$ cat src/ref_feed_pkg.sv
// target feeder shared definitions
package ref_feed_pkg;

    //////////////////////////////
    // widths and counts
    //////////////////////////////

    localparam int BASE_W         = 2;
    localparam int STREAM_W       = 128;
    localparam int BASES_PER_WORD = STREAM_W / BASE_W;
    // enough for a target length or a base index
    localparam int T_POS_W        = 9;
    localparam int SCORE_W        = 9;
    // score field starts here inside a header word
    localparam int SCORE_LSB      = 16;
    localparam int CNT_W          = 32;
    localparam logic [31:0] FEED_VERSION = 32'h0000_0001;

    //////////////////////////////
    // register map
    //////////////////////////////

    localparam int REG_ADDR_W = 4;
    localparam logic [REG_ADDR_W-1:0] REG_VERSION   = 4'd0;
    localparam logic [REG_ADDR_W-1:0] REG_TARGETS   = 4'd1;
    localparam logic [REG_ADDR_W-1:0] REG_LOADS     = 4'd2;
    localparam logic [REG_ADDR_W-1:0] REG_STATUS    = 4'd3;
    localparam logic [REG_ADDR_W-1:0] REG_BASES     = 4'd4;
    localparam logic [REG_ADDR_W-1:0] REG_LENGTH    = 4'd5;
    localparam logic [REG_ADDR_W-1:0] REG_LEFT      = 4'd6;
    localparam logic [REG_ADDR_W-1:0] REG_IN_SHIFT  = 4'd7;
    localparam logic [REG_ADDR_W-1:0] REG_STARTS    = 4'd8;
    localparam logic [REG_ADDR_W-1:0] REG_LASTS     = 4'd9;

    //////////////////////////////
    // types
    //////////////////////////////

    // header layout, length in the low bits and signed prior score above it
    typedef struct packed {
        logic [STREAM_W-SCORE_LSB-SCORE_W-1:0] pad_hi;
        logic signed [SCORE_W-1:0]             score;
        logic [SCORE_LSB-T_POS_W-1:0]          pad_lo;
        logic [T_POS_W-1:0]                    length;
    } header_t;

    // one stream word is either a header or 64 packed bases
    typedef union packed {
        header_t                                hdr;
        logic [BASES_PER_WORD-1:0][BASE_W-1:0] bases;
    } stream_word_t;

    typedef struct packed {
        logic load_info;
        logic load_data;
        logic shift_data;
    } feed_ctrl_t;

    typedef enum logic [2:0] {
        INFO  = 3'd0,
        START = 3'd1,
        LOAD  = 3'd2,
        SHIFT = 3'd3,
        LAST  = 3'd4
    } feed_state_t;

    // status snapshot, state in the top bits
    typedef struct packed {
        feed_state_t state;
        feed_ctrl_t  ctrl;
        logic        in_valid;
        logic        in_ready;
        logic        out_valid;
        logic        array_ready;
        logic        start;
        logic        last;
        logic [19:0] pad;
    } feed_status_t;

endpackage
$ cat src/ref_feed_top.sv
// target base feeder top
`timescale 1ns/100ps

module ref_feed_top import ref_feed_pkg::*; (
    input  logic                      clk,
    input  logic                      rst,
    // target stream in
    input  logic                      s1i_valid,
    input  stream_word_t              s1i_data,
    output logic                      s1i_ready,
    // bases out to the systolic array
    output logic [BASE_W-1:0]         s1o_data,
    output logic                      s1o_valid,
    input  logic                      s1o_ready,
    output logic                      s1o_last,
    output logic                      s1o_start,
    output logic signed [SCORE_W-1:0] s1o_score,
    // debug read port
    input  logic                      reg_rd,
    input  logic [REG_ADDR_W-1:0]     reg_addr,
    output logic [31:0]               reg_data
);

    feed_ctrl_t         ctrl;
    feed_state_t        state;
    logic [T_POS_W-1:0] length;
    logic [T_POS_W-1:0] bases_left;
    logic [T_POS_W-1:0] in_shifter;

    ref_feed_fsm u_ref_feed_fsm (
        .clk(clk), .rst(rst),
        .s1i_valid(s1i_valid), .s1i_ready(s1i_ready), .s1o_ready(s1o_ready),
        .bases_left(bases_left), .in_shifter(in_shifter), .ctrl(ctrl),
        .s1o_valid(s1o_valid), .s1o_start(s1o_start), .s1o_last(s1o_last),
        .state(state)
    );

    target_info u_target_info (
        .clk(clk), .rst(rst), .s1i_data(s1i_data), .ctrl(ctrl),
        .length(length), .bases_left(bases_left), .s1o_score(s1o_score)
    );

    base_shifter u_base_shifter (
        .clk(clk), .rst(rst), .s1i_data(s1i_data), .ctrl(ctrl),
        .bases_left(bases_left), .in_shifter(in_shifter), .s1o_data(s1o_data)
    );

    feed_debug_regs u_feed_debug_regs (
        .clk(clk), .rst(rst), .ctrl(ctrl), .state(state),
        .s1i_valid(s1i_valid), .s1i_ready(s1i_ready),
        .s1o_valid(s1o_valid), .s1o_ready(s1o_ready),
        .s1o_start(s1o_start), .s1o_last(s1o_last),
        .length(length), .bases_left(bases_left), .in_shifter(in_shifter),
        .reg_rd(reg_rd), .reg_addr(reg_addr), .reg_data(reg_data)
    );

endmodule

$ cat src/feed_debug_regs.sv
// feeder debug counters and read port
`timescale 1ns/100ps

module feed_debug_regs import ref_feed_pkg::*; (
    input  logic                  clk,
    input  logic                  rst,
    input  feed_ctrl_t            ctrl,
    input  feed_state_t           state,
    input  logic                  s1i_valid,
    input  logic                  s1i_ready,
    input  logic                  s1o_valid,
    input  logic                  s1o_ready,
    input  logic                  s1o_start,
    input  logic                  s1o_last,
    input  logic [T_POS_W-1:0]    length,
    input  logic [T_POS_W-1:0]    bases_left,
    input  logic [T_POS_W-1:0]    in_shifter,
    input  logic                  reg_rd,
    input  logic [REG_ADDR_W-1:0] reg_addr,
    output logic [31:0]           reg_data
);

    logic [CNT_W-1:0] cnt_targets;
    logic [CNT_W-1:0] cnt_loads;
    logic [CNT_W-1:0] cnt_bases;
    logic [CNT_W-1:0] cnt_starts;
    logic [CNT_W-1:0] cnt_lasts;
    feed_status_t     status_now;
    feed_status_t     status_q;

    //////////////////////////////
    // event counters
    //////////////////////////////

    // header and data loads already carry the transfer condition
    always_ff @(posedge clk) begin
        if (rst) begin
            cnt_targets <= '0;
            cnt_loads   <= '0;
            cnt_bases   <= '0;
            cnt_starts  <= '0;
            cnt_lasts   <= '0;
        end else begin
            if (ctrl.load_info)
                cnt_targets <= cnt_targets + 1'b1;
            if (ctrl.load_data)
                cnt_loads <= cnt_loads + 1'b1;
            if (s1o_valid)
                cnt_bases <= cnt_bases + 1'b1;
            if (s1o_start)
                cnt_starts <= cnt_starts + 1'b1;
            if (s1o_valid && s1o_last)
                cnt_lasts <= cnt_lasts + 1'b1;
        end
    end

    // live snapshot of the handshake and control lines
    always_comb begin
        status_now             = '0;
        status_now.state       = state;
        status_now.ctrl        = ctrl;
        status_now.in_valid    = s1i_valid;
        status_now.in_ready    = s1i_ready;
        status_now.out_valid   = s1o_valid;
        status_now.array_ready = s1o_ready;
        status_now.start       = s1o_start;
        status_now.last        = s1o_last;
    end

    //////////////////////////////
    // read port
    //////////////////////////////

    // reg_data is zero except the cycle after a read strobe
    always_ff @(posedge clk) begin
        if (rst) begin
            status_q <= '0;
            reg_data <= '0;
        end else begin
            status_q <= status_now;
            reg_data <= '0;
            if (reg_rd) begin
                case (reg_addr)
                    REG_VERSION:  reg_data <= FEED_VERSION;
                    REG_TARGETS:  reg_data <= cnt_targets;
                    REG_LOADS:    reg_data <= cnt_loads;
                    REG_STATUS:   reg_data <= status_q;
                    REG_BASES:    reg_data <= cnt_bases;
                    REG_LENGTH:   reg_data <= 32'(length);
                    REG_LEFT:     reg_data <= 32'(bases_left);
                    REG_IN_SHIFT: reg_data <= 32'(in_shifter);
                    REG_STARTS:   reg_data <= cnt_starts;
                    REG_LASTS:    reg_data <= cnt_lasts;
                    default:      reg_data <= '0;
                endcase
            end
        end
    end

endmodule

$ cat src/base_shifter.sv
// parallel load base shifter
`timescale 1ns/100ps

module base_shifter import ref_feed_pkg::*; (
    input  logic               clk,
    input  logic               rst,
    input  stream_word_t       s1i_data,
    input  feed_ctrl_t         ctrl,
    input  logic [T_POS_W-1:0] bases_left,
    output logic [T_POS_W-1:0] in_shifter,
    output logic [BASE_W-1:0]  s1o_data
);

    logic [BASES_PER_WORD-1:0][BASE_W-1:0] bases_q;

    // base payload, low base leaves first
    always_ff @(posedge clk) begin
        if (ctrl.load_data) begin
            bases_q <= s1i_data.bases;
        end else if (ctrl.shift_data) begin
            bases_q <= bases_q >> BASE_W;
        end
    end

    assign s1o_data = bases_q[0];

    //////////////////////////////
    // valid base count
    //////////////////////////////

    // a short tail only fills part of the word
    always_ff @(posedge clk) begin
        if (rst) begin
            in_shifter <= '0;
        end else if (ctrl.load_data) begin
            if (bases_left >= BASES_PER_WORD) begin
                in_shifter <= T_POS_W'(BASES_PER_WORD);
            end else begin
                in_shifter <= bases_left;
            end
        end else if (ctrl.shift_data) begin
            in_shifter <= in_shifter - 1'b1;
        end
    end

    // the FSM must reload before the word runs dry
    a_no_empty_shift: assert property (@(posedge clk) disable iff (rst)
        ctrl.shift_data |-> in_shifter != '0);

endmodule

$ cat src/target_info.sv
// target header capture
`timescale 1ns/100ps

module target_info import ref_feed_pkg::*; (
    input  logic                      clk,
    input  logic                      rst,
    input  stream_word_t              s1i_data,
    input  feed_ctrl_t                ctrl,
    output logic [T_POS_W-1:0]        length,
    output logic [T_POS_W-1:0]        bases_left,
    output logic signed [SCORE_W-1:0] s1o_score
);

    header_t hdr;

    // header view of the stream word
    assign hdr = s1i_data.hdr;

    // length and prior score, held until the next header
    always_ff @(posedge clk) begin
        if (rst) begin
            length    <= '0;
            s1o_score <= '0;
        end else if (ctrl.load_info) begin
            length    <= hdr.length;
            s1o_score <= hdr.score;
        end
    end

    //////////////////////////////
    // bases still to send
    //////////////////////////////

    // loaded straight from the header, one less per base shifted out
    always_ff @(posedge clk) begin
        if (rst) begin
            bases_left <= '0;
        end else if (ctrl.load_info) begin
            bases_left <= hdr.length;
        end else if (ctrl.shift_data) begin
            bases_left <= bases_left - 1'b1;
        end
    end

endmodule

$ cat src/ref_feed_fsm.sv
// target feeder control FSM
`timescale 1ns/100ps

module ref_feed_fsm import ref_feed_pkg::*; (
    input  logic               clk,
    input  logic               rst,
    input  logic               s1i_valid,
    output logic               s1i_ready,
    input  logic               s1o_ready,
    input  logic [T_POS_W-1:0] bases_left,
    input  logic [T_POS_W-1:0] in_shifter,
    output feed_ctrl_t         ctrl,
    output logic               s1o_valid,
    output logic               s1o_start,
    output logic               s1o_last,
    output feed_state_t        state
);

    feed_state_t next_state;

    always_ff @(posedge clk) begin
        if (rst) begin
            state <= INFO;
        end else begin
            state <= next_state;
        end
    end

    //////////////////////////////
    // next state and strobes
    //////////////////////////////

    always_comb begin
        next_state = state;
        ctrl       = '0;
        s1i_ready  = 1'b0;
        s1o_valid  = 1'b0;
        s1o_start  = 1'b0;
        s1o_last   = 1'b0;
        case (state)
            // wait for a header word
            INFO: begin
                s1i_ready      = 1'b1;
                ctrl.load_info = s1i_valid;
                if (s1i_valid) begin
                    next_state = START;
                end
            end
            // the array must be ready before the start pulse
            START: begin
                if (s1o_ready) begin
                    s1o_start  = 1'b1;
                    next_state = LOAD;
                end
            end
            // fetch the next data word, no base goes out here
            LOAD: begin
                s1i_ready      = 1'b1;
                ctrl.load_data = s1i_valid;
                if (s1i_valid) begin
                    // a single base left is sent straight from LAST
                    next_state = (bases_left == 1) ? LAST : SHIFT;
                end
            end
            SHIFT: begin
                s1o_valid       = 1'b1;
                ctrl.shift_data = 1'b1;
                // an empty shifter wins, the final base may sit in the next word
                if (in_shifter == 1) begin
                    next_state = LOAD;
                end else if (bases_left == 2) begin
                    next_state = LAST;
                end
            end
            // final base of the target, shifter is not advanced
            LAST: begin
                s1o_valid  = 1'b1;
                s1o_last   = 1'b1;
                next_state = INFO;
            end
            default: next_state = INFO;
        endcase
    end

    //////////////////////////////
    // checks
    //////////////////////////////

    // last only ever marks a valid base
    a_last_valid: assert property (@(posedge clk) disable iff (rst)
        s1o_last |-> s1o_valid);

    // start comes ahead of the bases, never alongside one
    a_start_no_valid: assert property (@(posedge clk) disable iff (rst)
        s1o_start |-> !s1o_valid ##1 !s1o_valid);

endmodule

$ cat config.mk
export PLATFORM = sky130hd
export DESIGN_NAME = ref_feed_top
export DESIGN_NICKNAME = d
export VERILOG_FILES = /design/src/ref_feed_pkg.sv /design/src/ref_feed_top.sv /design/src/feed_debug_regs.sv /design/src/base_shifter.sv /design/src/target_info.sv /design/src/ref_feed_fsm.sv
export SDC_FILE = /design/constraint.sdc
export NUM_CORES = 1
export LEC_CHECK = 0
export ABC_CLOCK_PERIOD_IN_PS = 10600
export BUFFER_PORTS_ARGS = -buffer_cell sky130_fd_sc_hd__buf_2
export CAP_MARGIN = 40
export CORE_MARGIN = 3
export CORE_UTILIZATION = 60
export CTS_CLUSTER_DIAMETER = 80
export DETAILED_ROUTE_END_ITERATION = 7
export GPL_TIMING_DRIVEN = 1
export PLACE_DENSITY = 0.86
export SYNTH_ARGS = -nofsm -noshare
export SYNTH_HDL_FRONTEND = slang
export SYNTH_SLANG_ARGS = --single-unit
$ cat constraint.sdc
create_clock -name clk -period 10.6 [get_ports clk]
set_input_delay 1.59 -clock clk [delete_from_list [all_inputs] [get_ports clk]]
set_output_delay 1.59 -clock clk [all_outputs]
set_load 0.02 [all_outputs]
# Word-level counts from Yosys, hierarchy flattened
# Cells that the tools add are included.
# W data, S select, Z words.
# word_totals
regBits	371
inputBits	137
out_inout_bits	47
# op_classes
addsub	7
magnitude_cmp	1
n_eq_ne	20
muxes	23
bitwise	1
n_reduce_logical	9
# ops
cell	n
$pmux W32 S10	1
$mux W128	2
$add A32 B1 Y32 const B	5
$mux W9	5
$eq A9 B1 Y1 const B	2
$mux W3	6
$sub A9 B1 Y9 const B	2
$eq A4 B3 Y1 const B	4
$pmux W3 S4	1
$eq A9 B2 Y1 const B	1
$ge A9 B7 Y1 const B	1
$eq A4 B2 Y1 const B	2
$eq A4 B4 Y1 const B	2
$mux W1	8
$eq A3 B2 Y1 const B	2
$ne A2 B2 Y1 const B	3
$reduce_or A2 Y1	3
$eq A4 B1 Y1 const B	1
$logic_not A4 Y1	1
$reduce_and A4 Y1	1
$reduce_bool A2 Y1	2
$eq A3 B1 Y1 const B	1
$eq A3 B3 Y1 const B	1
$logic_not A3 Y1	1
3 further kinds	3

# Longest topological paths before layout
# depth
word_depth	4
depth_mapped	9

# Modules after synthesis
# Synthesis repeated with hierarchy kept, for this count alone.
# unflattened
hier_cells	1637
area_unflattened_um2	17265.3
# by_module_without_submodules
mod	instances	cells_each	area_per_inst_um2	seq_area_each_um2
feed_debug_regs	1	1143	9910.8	4083.9
base_shifter	1	334	5880.6	4023.9
target_info	1	121	1144.8	540.5
ref_feed_fsm	1	39	329.1	60.1

# Least setup slack after synthesis
# OpenSTA, ideal clock, no wires.
# synth_path
path_type	input -> register
start	input port s1i_valid
end	register u_base_shifter.bases_q[100] in the netlist's numbering, enable pin
setup_time_ns	1.108
t_arrival_ns	4.488
required_time_ns	9.492
setup_slack_ns	5.004
path_stages	4
cell_sequence	nand3_1 -> clkbuf_1 -> clkbuf_1 -> nand2_1
# synth_via
elab_chain_len	2
# synth_lines
item	line	rtl
from (decl)	ref_feed_top.sv:8	input logic s1i_valid,
$mux W1	ref_feed_fsm.sv:40	case (state)
$reduce_bool A2 Y1 (no line)	--	
to (signal assigned)	base_shifter.sv:19	bases_q <= s1i_data.bases;
to (signal assigned)	base_shifter.sv:21	bases_q <= bases_q >> BASE_W;
to (decl)	base_shifter.sv:14	logic [BASES_PER_WORD-1:0][BASE_W-1:0] bases_q;
# No other way between the ends.
# A chain may end at the register's enable or synchronous reset.

# Worst setup path after layout
# layout_path
start	input port s1o_ready
end	output port s1o_start
# layout_via
elab_chain_len	2
# layout_lines
item	line	rtl
from (decl)	ref_feed_top.sv:14	input logic s1o_ready,
$mux W1	ref_feed_fsm.sv:51	if (s1o_ready) begin
$mux W1	ref_feed_fsm.sv:40	
to (decl)	ref_feed_top.sv:16	output logic s1o_start,
# No other way between the ends.

==> flow_metrics.py <==
metrics = {
    "floorplan": {
        "die-width_um": 172,
        "fp.dieArea_um2": 29700,
        "floorplan.initialDensity_pct": 61.4,
        "die-height_um": 172,
        "standard_cell_rows": 60,
        "io-pin-count": 184,
        "floorplan.core_area_um2": 27100,
    },
    "critical_path": {
        "critPathLaunch": "s1o_ready",
        "crit_required_ns": 9.01,
        "crit_path_start_kind": "primary input",
        "r2r_setup_slack_ns": 7.35,
        "reg2reg_depth": 6,
        "critPathCapture": "s1o_start",
        "cp_max_fo": 11,
        "path_class": "in2out",
        "worstReg2RegEnd": "u_feed_debug_regs.cnt_loads[31]$_SDFFE_PP0N_",
        "end_kind": "output port",
        "worstReg2RegStart": "u_ref_feed_fsm.state[1]$_SDFFE_PP0P_",
        "cp.arrival_ns": 2.37,
    },
    "sta": {
        "final-setup-viol-count": 0,
        "worst_slew_pin_slew_ns": 0.956,
        "post-route-period-util_pct": 37.4,
        "finalHoldViolations": 0,
        "rsz0062_at_grt": "false",
        "period_minus_slack_ns": 3.96,
        "max_freq_mhz": 252,
        "finalClockSkew_ns": 0.0115,
        "timing.max_slew.rel_slack_pct": 36.3,
        "hold-worst-slack_ns": 0.459,
        "max_transition_viols_final": 0,
        "setup-tns-final_ns": 0,
    },
    "synthesis": {
        "syn_area_per_cell_um2": 8.85,
        "synthesis.area_um2": 16600,
        "synth_simple_gate_area_share_pct": 26.3,
        "synth_xor_area_share_pct": 7.22,
        "synth-edff-count": 128,
        "yosysWarnings": 0,
        "netlist.area_leader.share_pct": 29.3,
        "ys.flop_type": "sky130_fd_sc_hd__dfxtp_1",
        "synth_top_family_by_area": "simple AND/OR/NAND/NOR gates",
        "synthAdderAreaFrac_pct": 0.828,
        "post_synth_num_cell_types": 62,
        "synthDominantAreaCellType": "sky130_fd_sc_hd__dfxtp_1",
        "gate_count_of_the_mapped_netlist": 1878,
        "async_flop_share_pct": 0,
        "yosysSeqAreaShare_pct": 52.4,
        "synth_compound_gate_area_share_pct": 9.35,
        "synth.mux.area_fraction_pct": 0.497,
        "mappedNetlistNets": 2026,
        "ys_ff_latch": 371,
        "synthTopCellsByArea": "sky130_fd_sc_hd__dfxtp_1 29%, sky130_fd_sc_hd__edfxtp_1 23%, sky130_fd_sc_hd__nand2_1 11%, sky130_fd_sc_hd__xnor2_1 4.7%, sky130_fd_sc_hd__nor2_1 3.9%",
    },
    "clocking": {
        "clkLatencyLatePin_ns": 0.53,
        "post-cts-setup-buffer-count": 0,
        "postCtsHoldBufs": 0,
        "cts_tree": "yes",
        "root_buffer": "sky130_fd_sc_hd__clkbuf_16",
        "clk_pin_slew_ns": 0.06,
        "clock_path_buffers": 3,
        "cts_max_level": 2,
        "cts-buffers-inserted": 39,
        "number_of_cells_upsized_or_downsized_after_cts": 0,
        "numClockSinks": 371,
    },
    "flow_run": {
        "maxCapViolCount": 0,
    },
    "detailed_routing": {
        "postRouteAntennaNets": 0,
        "detail_route.wl_per_cell_um": 17.6,
        "detail_route.drc_violations": 0,
        "vias": 14397,
        "finalWirelength_um": 42400,
        "post_drt_via_cell_ratio": 5.96,
        "drtIter0Drc": 1686,
        "drt-pass1-iter-count": 7,
    },
    "finish": {
        "nets": 2159,
        "num_antenna_cells": 0,
        "mostFrequentLayoutCell": "sky130_fd_sc_hd__nand2_1",
        "num-fill-cells": 1971,
        "flow.area_growth_from_synthesis_pct": 15.0,
        "layoutNonFillerInstCount": 2414,
        "layout.cells.most_common_list": "501 x sky130_fd_sc_hd__nand2_1, 243 x sky130_fd_sc_hd__dfxtp_1, 182 x sky130_fd_sc_hd__buf_2",
        "post_route_cells_drive_above_1_share_pct": 14.0,
        "finalCoreUtilization_pct": 70.5,
    },
    "pwr": {
        "clkPwrFrac_pct": 43.7,
        "leakage_power_of_the_design_nw": 7.13,
        "switching_share_of_power_pct": 22.8,
        "power-per-cell-area_nw_per_um2": 159,
        "p_sw_uw": 695,
        "peakVddDrop_mv": 0.132,
        "p_int_mw": 2.35,
        "p_total_mw": 3.04,
        "power_frac_comb_pct": 6.0,
        "power_frac_seq_pct": 50.3,
    },
    "global_route": {
        "grt_pass1_wl_um": 67700,
        "grt_start_max_net_pins": 123,
        "grt_overflow_total": 0,
        "grt_antenna_before_repair": 3,
        "grt_pass1_vias": 13680,
        "grt_use_total_pct": 28.1,
    },
    "placed_design": {
        "port_buffers": 183,
        "hpwl_um": 28800,
        "place_congestion": 0.934,
        "place_inst": 2342,
    },
    "min_path": {
        "min_delay_path_class": "reg2reg",
    },
    "outcome": {
        "status": "finished clean",
    },
}
[state kept, by name, indices dropped and copies added (netlist names)]
| register | cells |
|---|---|
| u_feed_debug_regs.status_q | 12 |
| u_base_shifter.in_shifter | 9 |
| u_feed_debug_regs.reg_data | 32 |
| u_target_info.bases_left | 9 |
| u_target_info.s1o_score | 9 |
| u_feed_debug_regs.cnt_targets | 32 |
| u_feed_debug_regs.cnt_loads | 32 |
| u_target_info.length | 9 |
| u_feed_debug_regs.cnt_lasts | 32 |
| u_feed_debug_regs.cnt_bases | 32 |
| u_base_shifter.bases_q | 126 |
| u_ref_feed_fsm.state | 3 |
| u_feed_debug_regs.cnt_starts | 32 |
| u_base_shifter.s1o_data | 2 |
[per-stage QoR]
stage	instance area (um2)	setup WS (ns)
finish	19100	6.64
detailed placement	17900	6.38
global placement	17800	6.41
global route	19100	6.54
CTS	19100	6.63
floorplan	16600	5.00
[how the worst min path moves through the flow]
stage,from,to,cells past startpoint
2_1_floorplan,u_target_info.length[6]$_SDFFE_PP0P_,u_target_info.length[6]$_SDFFE_PP0P_,2
3_3_place_gp,u_target_info.s1o_score[3]$_SDFFE_PP0P_,u_target_info.s1o_score[3]$_SDFFE_PP0P_,2
3_5_place_dp,u_target_info.s1o_score[3]$_SDFFE_PP0P_,u_target_info.s1o_score[3]$_SDFFE_PP0P_,2
4_1_cts,u_target_info.length[1]$_SDFFE_PP0P_,u_target_info.length[1]$_SDFFE_PP0P_,2
5_1_grt,u_target_info.s1o_score[3]$_SDFFE_PP0P_,u_target_info.s1o_score[3]$_SDFFE_PP0P_,2
6_report,u_target_info.length[1]$_SDFFE_PP0P_,u_target_info.length[1]$_SDFFE_PP0P_,2
[synthesized netlist by cell type (19+ instances only)]
cell / count
sky130_fd_sc_hd__a31oi_1: 23
sky130_fd_sc_hd__nor3_1: 35
sky130_fd_sc_hd__nand2_1: 502
sky130_fd_sc_hd__nand3_1: 52
sky130_fd_sc_hd__or3_1: 26
sky130_fd_sc_hd__and3_1: 19
sky130_fd_sc_hd__nor4_1: 32
sky130_fd_sc_hd__inv_1: 34
sky130_fd_sc_hd__a21oi_1: 74
sky130_fd_sc_hd__a22oi_1: 45
sky130_fd_sc_hd__nor2_1: 173
sky130_fd_sc_hd__xnor2_1: 89
sky130_fd_sc_hd__dfxtp_1: 243
sky130_fd_sc_hd__xor2_1: 48
sky130_fd_sc_hd__nand4_1: 53
sky130_fd_sc_hd__o21ai_0: 33
sky130_fd_sc_hd__edfxtp_1: 128
sky130_fd_sc_hd__clkbuf_1: 96
[power by group through the flow]
| stage | sequential (mW) | combinational, mW | clock [mW] |
|---|---|---|---|
| 2_1_floorplan | 1.56 | 0.110 | 0 |
| 3_3_place_gp | 1.56 | 0.172 | 0 |
| 3_5_place_dp | 1.56 | 0.179 | 0 |
| 4_1_cts | 1.53 | 0.181 | 1.34 |
| 5_1_grt | 1.53 | 0.202 | 1.40 |
| 6_report | 1.53 | 0.182 | 1.33 |
[per-layer routing]
metal	wire length, um	global-route usage [%]	vias to the layer above	share of wire (%)
met3	3640	5.65	191	8.6
met5	38	0	-	0.090
li1	-	-	6761	-
met2	19900	44.9	748	47
met4	2610	16.4	6	6.2
met1	16300	35.4	6691	38
[logic make-up after synthesis]
group / Yosys count
compound gates: 237
simple gates: 966
buf+inv: 148
xor+xnor: 137
flops: 371
mux: 8
fa+ha+maj: 11
[final cells by class]
| class | count | area (um2) | area share, % |
|---|---|---|---|
| timing repair buffer | 205 | 1140 | 5.96 |
| clock inverter | 13 | 111 | 0.583 |
| inverter | 35 | 131 | 0.687 |
| tap | 372 | 465 | 2.44 |
| sequential | 371 | 8710 | 45.6 |
| clock buffer | 59 | 1140 | 5.98 |
| multi-input combinational | 1359 | 7420 | 38.8 |
[worst max-delay path: stages]
cell and delay [ns]:
sky130_fd_sc_hd__buf_2 0.09, sky130_fd_sc_hd__nor4bb_2 0.28, sky130_fd_sc_hd__buf_4 0.22, sky130_fd_sc_hd__buf_2 0.18
No activity file was read; power rests on OpenSTA's default activity.
